[config.mk]
export PLATFORM = sky130hd
export DESIGN_NAME = dadda_mul_top
export DESIGN_NICKNAME = d
export VERILOG_FILES = /design/src/hdl/dadda_pkg.sv /design/src/hdl/dadda_reduce_stage.sv /design/src/hdl/dadda_tree_front.sv /design/src/hdl/dadda_tree_back.sv /design/src/hdl/cla_adder.sv /design/src/hdl/mul_pipe_ctrl.sv /design/src/hdl/dadda_mul_top.sv
export VERILOG_INCLUDE_DIRS = /design/src /design/src/hdl
export SDC_FILE = /design/constraint.sdc
export NUM_CORES = 1
export LEC_CHECK = 0
export ABC_AREA = 1
export BUFFER_PORTS_ARGS = -buffer_cell sky130_fd_sc_hd__buf_4
export CORE_MARGIN = 8
export CORE_UTILIZATION = 40
export CTS_BUF_LIST = sky130_fd_sc_hd__clkbuf_16
export DETAILED_ROUTE_END_ITERATION = 8
export GPL_TIMING_DRIVEN = 0
export PLACE_DENSITY = 0.62
export SLEW_MARGIN = 20
export SYNTH_ARGS = -nofsm -noshare
export SYNTH_HDL_FRONTEND = slang
export SYNTH_SLANG_ARGS = --single-unit
export TNS_END_PERCENT = 20
[constraint.sdc]
create_clock -name clk -period 6.5 [get_ports clk]
set_clock_uncertainty 0.15 [all_clocks]
set_input_delay 1.625 -clock clk [delete_from_list [all_inputs] [get_ports clk]]
set_output_delay 1.625 -clock clk [all_outputs]
set_load 0.005 [all_outputs]
[src/hdl/dadda_params.svh]
`ifndef DADDA_PARAMS_SVH
`define DADDA_PARAMS_SVH

// operand width of a and b
`define DADDA_WIDTH 16

// product width, also the number of columns in the tree
`define DADDA_PROD_WIDTH 32

// bits per lookahead group in the final adder
`define DADDA_CLA_GROUP 4

// edges from input strobe to output strobe
`define DADDA_LATENCY 3

`endif

[src/hdl/dadda_pkg.sv]
`default_nettype none

`include "dadda_params.svh"

package dadda_pkg;

    typedef logic [`DADDA_WIDTH-1:0] operand_t;
    typedef logic [`DADDA_PROD_WIDTH-1:0] product_t;

    // one entry per column, bit 0 of a column is its bottom bit
    typedef logic [`DADDA_PROD_WIDTH-1:0][`DADDA_WIDTH-1:0] col_matrix_t;
    typedef product_t [1:0] row_pair_t;

    function automatic int dadda_pp_height(int col);
        if (col < `DADDA_WIDTH) begin
            return col + 1;
        end
        if (col >= 2 * `DADDA_WIDTH - 1) begin
            return 0;
        end
        return 2 * `DADDA_WIDTH - 1 - col;
    endfunction

    // largest Dadda number below limit
    function automatic int dadda_next_target(int limit);
        int d;
        d = 2;
        while ((d * 3) / 2 < limit) begin
            d = (d * 3) / 2;
        end
        return d;
    endfunction

    // replays every stage from the partial products down to target
    function automatic int dadda_out_height(int col, int target);
        int h [`DADDA_PROD_WIDTH];
        int limit;
        int carry;
        int excess;
        for (int i = 0; i < `DADDA_PROD_WIDTH; i++) begin
            h[i] = dadda_pp_height(i);
        end
        limit = `DADDA_WIDTH;
        while (limit > target && limit > 2) begin
            limit = dadda_next_target(limit);
            carry = 0;
            for (int i = 0; i < `DADDA_PROD_WIDTH; i++) begin
                excess = h[i] + carry - limit;
                if (excess > 0) begin
                    h[i] = limit;
                    carry = (excess + 1) / 2;
                end else begin
                    h[i] = h[i] + carry;
                    carry = 0;
                end
            end
        end
        return h[col];
    endfunction

endpackage

`default_nettype wire

[src/hdl/dadda_reduce_stage.sv]
`timescale 1ns/1ps
`default_nettype none

`include "dadda_params.svh"

module dadda_reduce_stage #(
    parameter int TARGET_HEIGHT = 2,
    parameter int IN_LIMIT      = 3
) (
    input  dadda_pkg::col_matrix_t cols_in,
    output dadda_pkg::col_matrix_t cols_out
);
    import dadda_pkg::*;

    localparam int PW = `DADDA_PROD_WIDTH;
    localparam int W  = `DADDA_WIDTH;

    // number of counters in the column below, hence carries arriving here
    function automatic int carries_into(int col);
        int carry;
        int excess;
        carry = 0;
        for (int i = 0; i < col; i++) begin
            excess = dadda_out_height(i, IN_LIMIT) + carry - TARGET_HEIGHT;
            carry = (excess > 0) ? (excess + 1) / 2 : 0;
        end
        return carry;
    endfunction

    // carries of column j, consumed by column j+1
    wire [PW-1:0][W-1:0] carry_rows;

    for (genvar j = 0; j < PW; j++) begin : g_col
        localparam int H_IN   = dadda_out_height(j, IN_LIMIT);
        localparam int C_IN   = carries_into(j);
        localparam int EXCESS = H_IN + C_IN - TARGET_HEIGHT;
        localparam int N_FA   = (EXCESS > 0) ? EXCESS / 2 : 0;
        localparam int N_HA   = (EXCESS > 0) ? EXCESS % 2 : 0;
        localparam int N_SUM  = N_FA + N_HA;
        localparam int N_USED = 3 * N_FA + 2 * N_HA;
        localparam int N_PASS = H_IN - N_USED;
        localparam int H_OUT  = dadda_out_height(j, TARGET_HEIGHT);

        wire [W-1:0] sum_bits;

        // full adders take the bottom bits, the half adder the next two
        for (genvar k = 0; k < W; k++) begin : g_cnt
            if (k < N_FA) begin : g_fa
                assign sum_bits[k] = cols_in[j][3*k] ^ cols_in[j][3*k+1] ^ cols_in[j][3*k+2];
                assign carry_rows[j][k] = (cols_in[j][3*k] & cols_in[j][3*k+1])
                                        | (cols_in[j][3*k+1] & cols_in[j][3*k+2])
                                        | (cols_in[j][3*k+2] & cols_in[j][3*k]);
            end else if (k < N_SUM) begin : g_ha
                assign sum_bits[k] = cols_in[j][N_USED-2] ^ cols_in[j][N_USED-1];
                assign carry_rows[j][k] = cols_in[j][N_USED-2] & cols_in[j][N_USED-1];
            end else begin : g_none
                assign sum_bits[k] = 1'b0;
                assign carry_rows[j][k] = 1'b0;
            end
        end

        // sums, then untouched bits, then carries from below
        for (genvar p = 0; p < W; p++) begin : g_out
            if (p < N_SUM) begin : g_sum
                assign cols_out[j][p] = sum_bits[p];
            end else if (p < N_SUM + N_PASS) begin : g_pass
                assign cols_out[j][p] = cols_in[j][N_USED + p - N_SUM];
            end else if (p < H_OUT) begin : g_carry
                assign cols_out[j][p] = carry_rows[j-1][p - N_SUM - N_PASS];
            end else begin : g_zero
                assign cols_out[j][p] = 1'b0;
            end
        end

        // the stage before must respect its own height
        a_in_height: assert final (|(cols_in[j] >> H_IN) !== 1'b1)
            else $error("column %0d has a bit above height %0d", j, H_IN);
    end

endmodule

`default_nettype wire

[src/hdl/dadda_tree_front.sv]
`timescale 1ns/1ps
`default_nettype none

`include "dadda_params.svh"

module dadda_tree_front (
    input  logic                   clk,
    input  logic                   front_load,
    input  dadda_pkg::operand_t    a,
    input  dadda_pkg::operand_t    b,
    output dadda_pkg::col_matrix_t front_cols
);
    import dadda_pkg::*;

    col_matrix_t pp_cols;
    col_matrix_t cols_13;
    col_matrix_t cols_9;
    col_matrix_t cols_6;

    // and array, each bit stacked in the column of weight i+j
    always_comb begin
        pp_cols = '0;
        for (int i = 0; i < `DADDA_WIDTH; i++) begin
            for (int j = 0; j < `DADDA_WIDTH; j++) begin
                pp_cols[i+j][(i + j < `DADDA_WIDTH) ? i : `DADDA_WIDTH - 1 - j] = a[i] & b[j];
            end
        end
    end

    dadda_reduce_stage #(
        .TARGET_HEIGHT(13),
        .IN_LIMIT     (`DADDA_WIDTH)
    ) u_stage_13 (
        .cols_in (pp_cols),
        .cols_out(cols_13)
    );

    dadda_reduce_stage #(
        .TARGET_HEIGHT(9),
        .IN_LIMIT     (13)
    ) u_stage_9 (
        .cols_in (cols_13),
        .cols_out(cols_9)
    );

    dadda_reduce_stage #(
        .TARGET_HEIGHT(6),
        .IN_LIMIT     (9)
    ) u_stage_6 (
        .cols_in (cols_9),
        .cols_out(cols_6)
    );

    always_ff @(posedge clk) begin
        if (front_load) begin
            front_cols <= cols_6;
        end
    end

endmodule

`default_nettype wire

[src/hdl/dadda_tree_back.sv]
`timescale 1ns/1ps
`default_nettype none

`include "dadda_params.svh"

module dadda_tree_back (
    input  logic                   clk,
    input  logic                   back_load,
    input  dadda_pkg::col_matrix_t front_cols,
    output dadda_pkg::row_pair_t   tree_rows
);
    import dadda_pkg::*;

    col_matrix_t cols_4;
    col_matrix_t cols_3;
    col_matrix_t cols_2;
    row_pair_t   rows_next;

    dadda_reduce_stage #(
        .TARGET_HEIGHT(4),
        .IN_LIMIT     (6)
    ) u_stage_4 (
        .cols_in (front_cols),
        .cols_out(cols_4)
    );

    dadda_reduce_stage #(
        .TARGET_HEIGHT(3),
        .IN_LIMIT     (4)
    ) u_stage_3 (
        .cols_in (cols_4),
        .cols_out(cols_3)
    );

    dadda_reduce_stage #(
        .TARGET_HEIGHT(2),
        .IN_LIMIT     (3)
    ) u_stage_2 (
        .cols_in (cols_3),
        .cols_out(cols_2)
    );

    // two bits per column left, one per row
    always_comb begin
        for (int c = 0; c < `DADDA_PROD_WIDTH; c++) begin
            rows_next[0][c] = cols_2[c][0];
            rows_next[1][c] = cols_2[c][1];
        end
    end

    always_ff @(posedge clk) begin
        if (back_load) begin
            tree_rows <= rows_next;
        end
    end

endmodule

`default_nettype wire

[src/hdl/cla_adder.sv]
`timescale 1ns/1ps
`default_nettype none

`include "dadda_params.svh"

module cla_adder (
    input  logic                 clk,
    input  logic                 sum_load,
    input  dadda_pkg::row_pair_t tree_rows,
    output dadda_pkg::product_t  product
);
    import dadda_pkg::*;

    localparam int PW  = `DADDA_PROD_WIDTH;
    localparam int GRP = `DADDA_CLA_GROUP;
    localparam int NG  = PW / GRP;

    product_t        gen;
    product_t        prop;
    product_t        carry;
    product_t        sum;
    logic [NG-1:0]   grp_gen;
    logic [NG-1:0]   grp_prop;
    logic [NG:0]     grp_carry;

    assign gen  = tree_rows[0] & tree_rows[1];
    assign prop = tree_rows[0] ^ tree_rows[1];

    // group generate and propagate
    always_comb begin
        logic term;
        for (int m = 0; m < NG; m++) begin
            grp_prop[m] = &prop[m*GRP +: GRP];
            grp_gen[m] = 1'b0;
            for (int u = 0; u < GRP; u++) begin
                term = gen[m*GRP + u];
                for (int v = u + 1; v < GRP; v++) begin
                    term = term & prop[m*GRP + v];
                end
                grp_gen[m] = grp_gen[m] | term;
            end
        end
    end

    // second level lookahead, no carry into bit 0
    always_comb begin
        logic term;
        grp_carry[0] = 1'b0;
        for (int m = 1; m <= NG; m++) begin
            grp_carry[m] = 1'b0;
            for (int l = 0; l < m; l++) begin
                term = grp_gen[l];
                for (int n = l + 1; n < m; n++) begin
                    term = term & grp_prop[n];
                end
                grp_carry[m] = grp_carry[m] | term;
            end
        end
    end

    // carries inside a group from its group carry
    always_comb begin
        logic term;
        int   base;
        for (int m = 0; m < NG; m++) begin
            base = m * GRP;
            for (int t = 0; t < GRP; t++) begin
                carry[base + t] = grp_carry[m];
                for (int v = 0; v < t; v++) begin
                    carry[base + t] = carry[base + t] & prop[base + v];
                end
                for (int u = 0; u < t; u++) begin
                    term = gen[base + u];
                    for (int v = u + 1; v < t; v++) begin
                        term = term & prop[base + v];
                    end
                    carry[base + t] = carry[base + t] | term;
                end
            end
        end
    end

    assign sum = prop ^ carry;

    always_ff @(posedge clk) begin
        if (sum_load) begin
            product <= sum;
        end
    end

    // the two tree rows of any operand pair must sum below 2**32
    a_no_carry_out: assert property (@(posedge clk) sum_load |-> !grp_carry[NG])
        else $error("carry out of the product msb");

endmodule

`default_nettype wire

[src/hdl/mul_pipe_ctrl.sv]
`timescale 1ns/1ps
`default_nettype none

`include "dadda_params.svh"

module mul_pipe_ctrl (
    input  logic clk,
    input  logic reset,
    input  logic in_valid,
    output logic front_load,
    output logic back_load,
    output logic sum_load,
    output logic out_valid
);

    // operands are captured in the same edge as the strobe
    assign front_load = in_valid;

    always_ff @(posedge clk) begin
        if (reset) begin
            back_load <= 1'b0;
            sum_load  <= 1'b0;
            out_valid <= 1'b0;
        end else begin
            back_load <= front_load;
            sum_load  <= back_load;
            out_valid <= sum_load;
        end
    end

    // every strobe comes out after the full pipeline, unless reset cuts in
    a_latency: assert property (
        @(posedge clk) disable iff (reset)
        in_valid |-> ##(`DADDA_LATENCY) out_valid
    ) else $error("out_valid missing after in_valid");

    a_no_spurious: assert property (
        @(posedge clk) disable iff (reset)
        out_valid |-> $past(in_valid, `DADDA_LATENCY)
    ) else $error("out_valid without a matching in_valid");

    a_reset_clear: assert property (@(posedge clk) reset |=> !out_valid)
        else $error("out_valid high right after reset");

endmodule

`default_nettype wire

[src/hdl/dadda_mul_top.sv]
`timescale 1ns/1ps
`default_nettype none

`include "dadda_params.svh"

module dadda_mul_top (
    input  logic                clk,
    input  logic                reset,
    input  logic                in_valid,
    input  dadda_pkg::operand_t a,
    input  dadda_pkg::operand_t b,
    output logic                out_valid,
    output dadda_pkg::product_t product
);
    import dadda_pkg::*;

    logic        front_load;
    logic        back_load;
    logic        sum_load;
    col_matrix_t front_cols;
    row_pair_t   tree_rows;

    mul_pipe_ctrl u_ctrl (
        .clk       (clk),
        .reset     (reset),
        .in_valid  (in_valid),
        .front_load(front_load),
        .back_load (back_load),
        .sum_load  (sum_load),
        .out_valid (out_valid)
    );

    dadda_tree_front u_front (
        .clk       (clk),
        .front_load(front_load),
        .a         (a),
        .b         (b),
        .front_cols(front_cols)
    );

    dadda_tree_back u_back (
        .clk       (clk),
        .back_load (back_load),
        .front_cols(front_cols),
        .tree_rows (tree_rows)
    );

    cla_adder u_adder (
        .clk      (clk),
        .sum_load (sum_load),
        .tree_rows(tree_rows),
        .product  (product)
    );

endmodule

`default_nettype wire

# After elaboration in Yosys (flattened, before gate mapping)

Index checks and enable logic that the tools add are counted.

Add/subtract/negate cells: 0
Multiply operators: 0
Div/mod/pow operators: 0
Order comparisons: 0
Eq/ne operators: 0
Shift-type cells: 0
Muxes and demuxes: 0
Bitwise operators: 1828
Reduce and logical (&&, ||, !) cells: 6

Operators by type and width:

| kind             | number |
|---|---|
| $and 1x1->1      | 943 |
| $or 1x1->1       | 477 |
| $xor 1x1->1      | 405 |
| $xor 32x32->32   | 1 |
| $and 31x31->31   | 1 |
| $xor 31x31->31   | 1 |
| $reduce_and 4->1 | 6 |

Flip-flop bits (word level): 253
Latch bits: 0
Bits in writable memories: 0
Memory bits (read-only): 0
Output and inout bits: 33
Word-level logic and storage cells: 1871
Memories kept: 0

# Depth between registers and ports, before layout

Word-level depth: 26
Gate-level depth with buffers: 17

# By module

Synthesis repeated with hierarchy kept, for this count alone.

Cell total of the unflattened synthesis: 4228
Area, all modules: 46318.2 um^2

By module, submodules not included:

| module                                  | instances | cells an instance | area each (um^2) | seq. area each (um^2) |
|---|---|---|---|---|
| dadda_tree_front                        | 1         | 1089              | 17987.3          | 15374.7 |
| dadda_reduce_stage (u_front.u_stage_6)  | 1         | 459               | 4095.2           | 0.0 |
| dadda_reduce_stage (u_back.u_stage_4)   | 1         | 467               | 4062.6           | 0.0 |
| dadda_reduce_stage (u_front.u_stage_9)  | 1         | 469               | 4037.6           | 0.0 |
| dadda_reduce_stage (u_back.u_stage_2)   | 1         | 485               | 3980.1           | 0.0 |
| dadda_reduce_stage (u_back.u_stage_3)   | 1         | 487               | 3970.1           | 0.0 |
| dadda_reduce_stage (u_front.u_stage_13) | 1         | 501               | 3877.5           | 0.0 |
| cla_adder                               | 1         | 197               | 2296.0           | 960.9 |
| dadda_tree_back                         | 1         | 64                | 1921.8           | 1921.8 |
| mul_pipe_ctrl                           | 1         | 10                | 90.1             | 60.1 |

# Least setup slack after synthesis

OpenSTA, ideal clock, no wires.

Path kind: in2reg
Start point: input b[14]
End point: register u_front.front_cols[224] in the netlist's numbering, data pin
Data arrival time: 3.683 ns
Required time: 6.081 ns
Path slack: 2.398 ns
Stages: 9
Path through: clkbuf_1 -> clkbuf_1 -> nand2_1 -> inv_1 -> fa_1 -> inv_1 -> fa_1 -> inv_1 -> fa_1

RTL lines:

| item                 | line                   | text |
|---|---|---|
| start, declared      | dadda_mul_top.sv:11    | `input dadda_pkg::operand_t b,` |
| end signal, assigned | dadda_tree_front.sv:56 | `front_cols <= cols_6;` |
| end, declared        | dadda_tree_front.sv:11 | `output dadda_pkg::col_matrix_t front_cols` |

==> metrics.md <==
| Metric | Value |
|---|---|
| Run status | `finished, final reports clean` |
| Synthesized cell area | `around 15000 sq um` |
| Leak Pwr | `just over 8 nW` |
| Gate Count Post-Synth | `1232` |
| Fraction of the yosys area taken by sequential cells | `49.8%` |
| DR DRC count | `0` |
| CP Class | `primary input to flop` |
| Sum of negative setup slack | `0 ps` |
| Clock latency at the later pin of the worst-skew pair | `~540 ps` |
| Worst-case hold slack | `264 ps` |
| Reported max-cap violation count | `0` |
| Yosys warns | `0` |
| Number of antenna violations at the first check in global routing | `10` |
| Reg-to-Reg Start | `u_back.tree_rows[2]$_DFFE_PP_` |
| Detailed placer's ending HPWL | `~24000 microns` |
| Placement Setup Slack | `1830 ps` |
| Post-layout net count | `1592` |
| Post-CTS repair timing setup buffer count | `0` |
| Share of the synthesized area in the top cell type | `between 40% and 50%` |
| Violation count after the first detailed-routing iteration | `861` |
| Fraction of registers with async set or reset after synthesis | `0%` |
| Library cell with the highest instance count after synthesis | `nand2_1` |
| Clock tree from TritonCTS | `built` |
| Resized cells post-CTS | `0` |
| Vias in the first global route | `between 9000 and 10000` |
| Critical Path Start | `a[3]` |
| List of cells traversed by the critical path | `clkbuf_1, clkbuf_1, nand2_1, inv_1, fa_1, fa_1, fa_1` |
| Horizontal die dimension | `211 microns` |
| Die height | `roughly 210 microns` |
| Hold Fails Final Rpt | `0` |
| Initial standard-cell utilization of the core | `40.5%` |
| Maximum number of pins on one net before global-route repair | `~110` |
| Total CTS buffers | `29` |
| Number of enable-type register cells in the synthesized netlist | `250` |
| Maximum cell stage delay along the critical path | `about 560 ps` |
| Count of hold buffers inserted by post-cts repair | `0` |
| Overall Global Routing Usage | `between 10% and 20%` |
| Largest buffer count on any clock path | `3` |
| Power Density | `between 300 and 400 nW/um^2` |
| Distinct cells, synth | `22` |
| Max-slew violations | `0` |
| Layout overhead on the synthesized area | `12.4%` |
| Total wirelength of the detailed-routed design | `roughly 33000 microns` |
| Flip-flop cell with the highest count after synthesis | `edfxtp_1` |
| Startpoint class of the critical path | `primary input` |
| Via count | `between 8000 and 9000` |
| Most frequent cell on the critical path | `fa_1` |
| Critical path capture point type | `flop` |
| Via-to-Cell Ratio | `between 4 and 5` |
| I/O pin count | `a little under 70` |
| Endpoint required time on the critical path | `6620 ps` |
| H-tree levels | `1` |
| Yosys top cell by area | `edfxtp_1` |
| ANT nets after route | `0` |
| Gpl congestion | `~0.9` |
| Number of cells in the design after placement | `1781` |
| Final min period | `roughly 4200 ps` |
| Net count of the mapped netlist | `around 1500` |
| RSZ-0062 raised after global routing | `no` |
| Wire length of the first global-routing pass | `between 50000 and 60000 microns` |
| Top area cells in the synthesized netlist | `edfxtp_1 49%, fa_1 27%, nand2_1 7.4%` |
| Fraction of layout cells with a size suffix above 1 | `7.19%` |
| Critical path arrival | `between 4000 and 5000 ps` |
| CORE AREA | `around 38000 sq um` |
| CTS root buffer | `clkbuf_16` |
| Wire per inst | `approximately 18 microns` |
| Max VDD drop | `~140 uV` |
| CTS clock-pin slew for the worst setup and hold paths | `~60 ps` |
| Final clock period utilization by the worst path | `around 64%` |
| Die footprint | `between 40000 and 50000 sq um` |
| Largest fanout on the critical path | `10` |
| Port bufs | `35` |
| Most used standard cells in the synthesized netlist | `299 x nand2_1, 291 x inv_1, 250 x edfxtp_1` |
| Final critical-path setup slack | `2340 ps` |
| Post-synthesis average cell area | `around 12 sq um` |
| Slew @ Worst Pin | `855 ps` |
| Class of the tightest hold or removal check | `flop to flop` |
| Row cnt | `a little over 70` |
| Highest-delay cell along the critical path | `clkbuf_1` |
| Number of endpoints failing setup at the final stage | `0` |
| Synthesized flop and latch total | `between 200 and 300` |
| Launch instance of the worst min-delay path | `u_front.front_cols[16]$_DFFE_PP_` |
| GRT Residual Overflow | `0` |
| Maximum clock frequency | `0.240 GHz` |
| Detailed-routing iteration count for the pre-antenna-repair pass | `5` |
| Final Total Pwr | `roughly 5.8 mW` |
| Total number of clock tree sinks | `about 250` |
| Final non-filler cell total | `between 1500 and 2000` |
| Worst relative slew slack | `approximately 43%` |
flip-flops by register name (all words and copies together), names as in the netlist:
name                count
u_ctrl.out_valid        1
u_back.tree_rows       61
u_ctrl.back_load        1
u_ctrl.sum_load         1
u_adder.product        32
u_front.front_cols    157
cells in the final DEF (no fill, tap or decap), types with 2 or more instances in the layout:
master        n
a211oi_1      2
a21oi_1      12
buf_12        2
buf_4        34
bufinv_16     2
clkbuf_1     64
clkbuf_16    29
clkinv_1      5
clkinv_2      7
clkinvlp_4    3
diode_2       2
edfxtp_1    250
fa_1        203
ha_1         53
inv_1       295
nand2_1     299
nand2_2       5
nand3_1       7
nand3_2       2
nand4_1       2
nor2_1       10
nor2_2        3
xnor2_1       6
xor2_1       15
power by group:
group          total [mW]  leakage [nW]  switching [mW]  internal [mW]
clock                1.53         0.451           0.645          0.888
sequential           2.44          2.41           0.134           2.31
combinational        1.85          5.30            1.06          0.791
total                5.82          8.15            1.84           3.99
per-layer routing:
metal	GRT usage [%]	share of wire, %
met2	24.0	47
met3	4.11	9.7
met4	5.09	3.3
met1	19.4	40
met5	0	0.34
critical path: cells and delay by family:
family / cells / cell delay, ps
AND/OR/NAND/NOR: 1 / 100
adder cells (fa/ha/maj): 3 / 1510
buffers and inverters: 3 / 1030
cell families after synthesis:
kind of cell,after synthesis,synth area share (%)
compound gates,17,0.625
buf+inv,356,8.79
xor+xnor,21,1.21
simple gates,329,8.53
flops,253,49.8
fa+ha+maj,256,31.1
final timing paths:
check | to | slack [ps] | cells past startpoint
max | u_front.front_cols[256]$_DFFE_PP_ | 2340 | 7
min | u_back.tree_rows[1]$_DFFE_PP_ | 260 | 0
max reg2reg | u_adder.product[31]$_DFFE_PP_ | 3460 | 16
min reg2reg | u_back.tree_rows[1]$_DFFE_PP_ | 260 | 0
final cells by class:
type / instances / area [sq um]
multi-input combinational: 623 / 6300
tap: 511 / 639
buffer: 64 / 240
antenna: 2 / 5.00
fill: 3363 / 20500
inverter: 292 / 1100
clock inverter: 23 / 169
clock buffer: 29 / 726
timing repair buffer: 38 / 338
sequential: 253 / 7570
metrics by stage:
| stage | area [sq um] | util, % |
|---|---|---|
| after global routing | 17100 | 45.5 |
| final | 17100 | 45.5 |
| after CTS | 17100 | 45.5 |
| after detailed placement | 16200 | 43.1 |
| after global placement | 16100 | 42.9 |
| after floorplan | 15200 | - |
No activity file was read; power rests on OpenSTA's default activity.
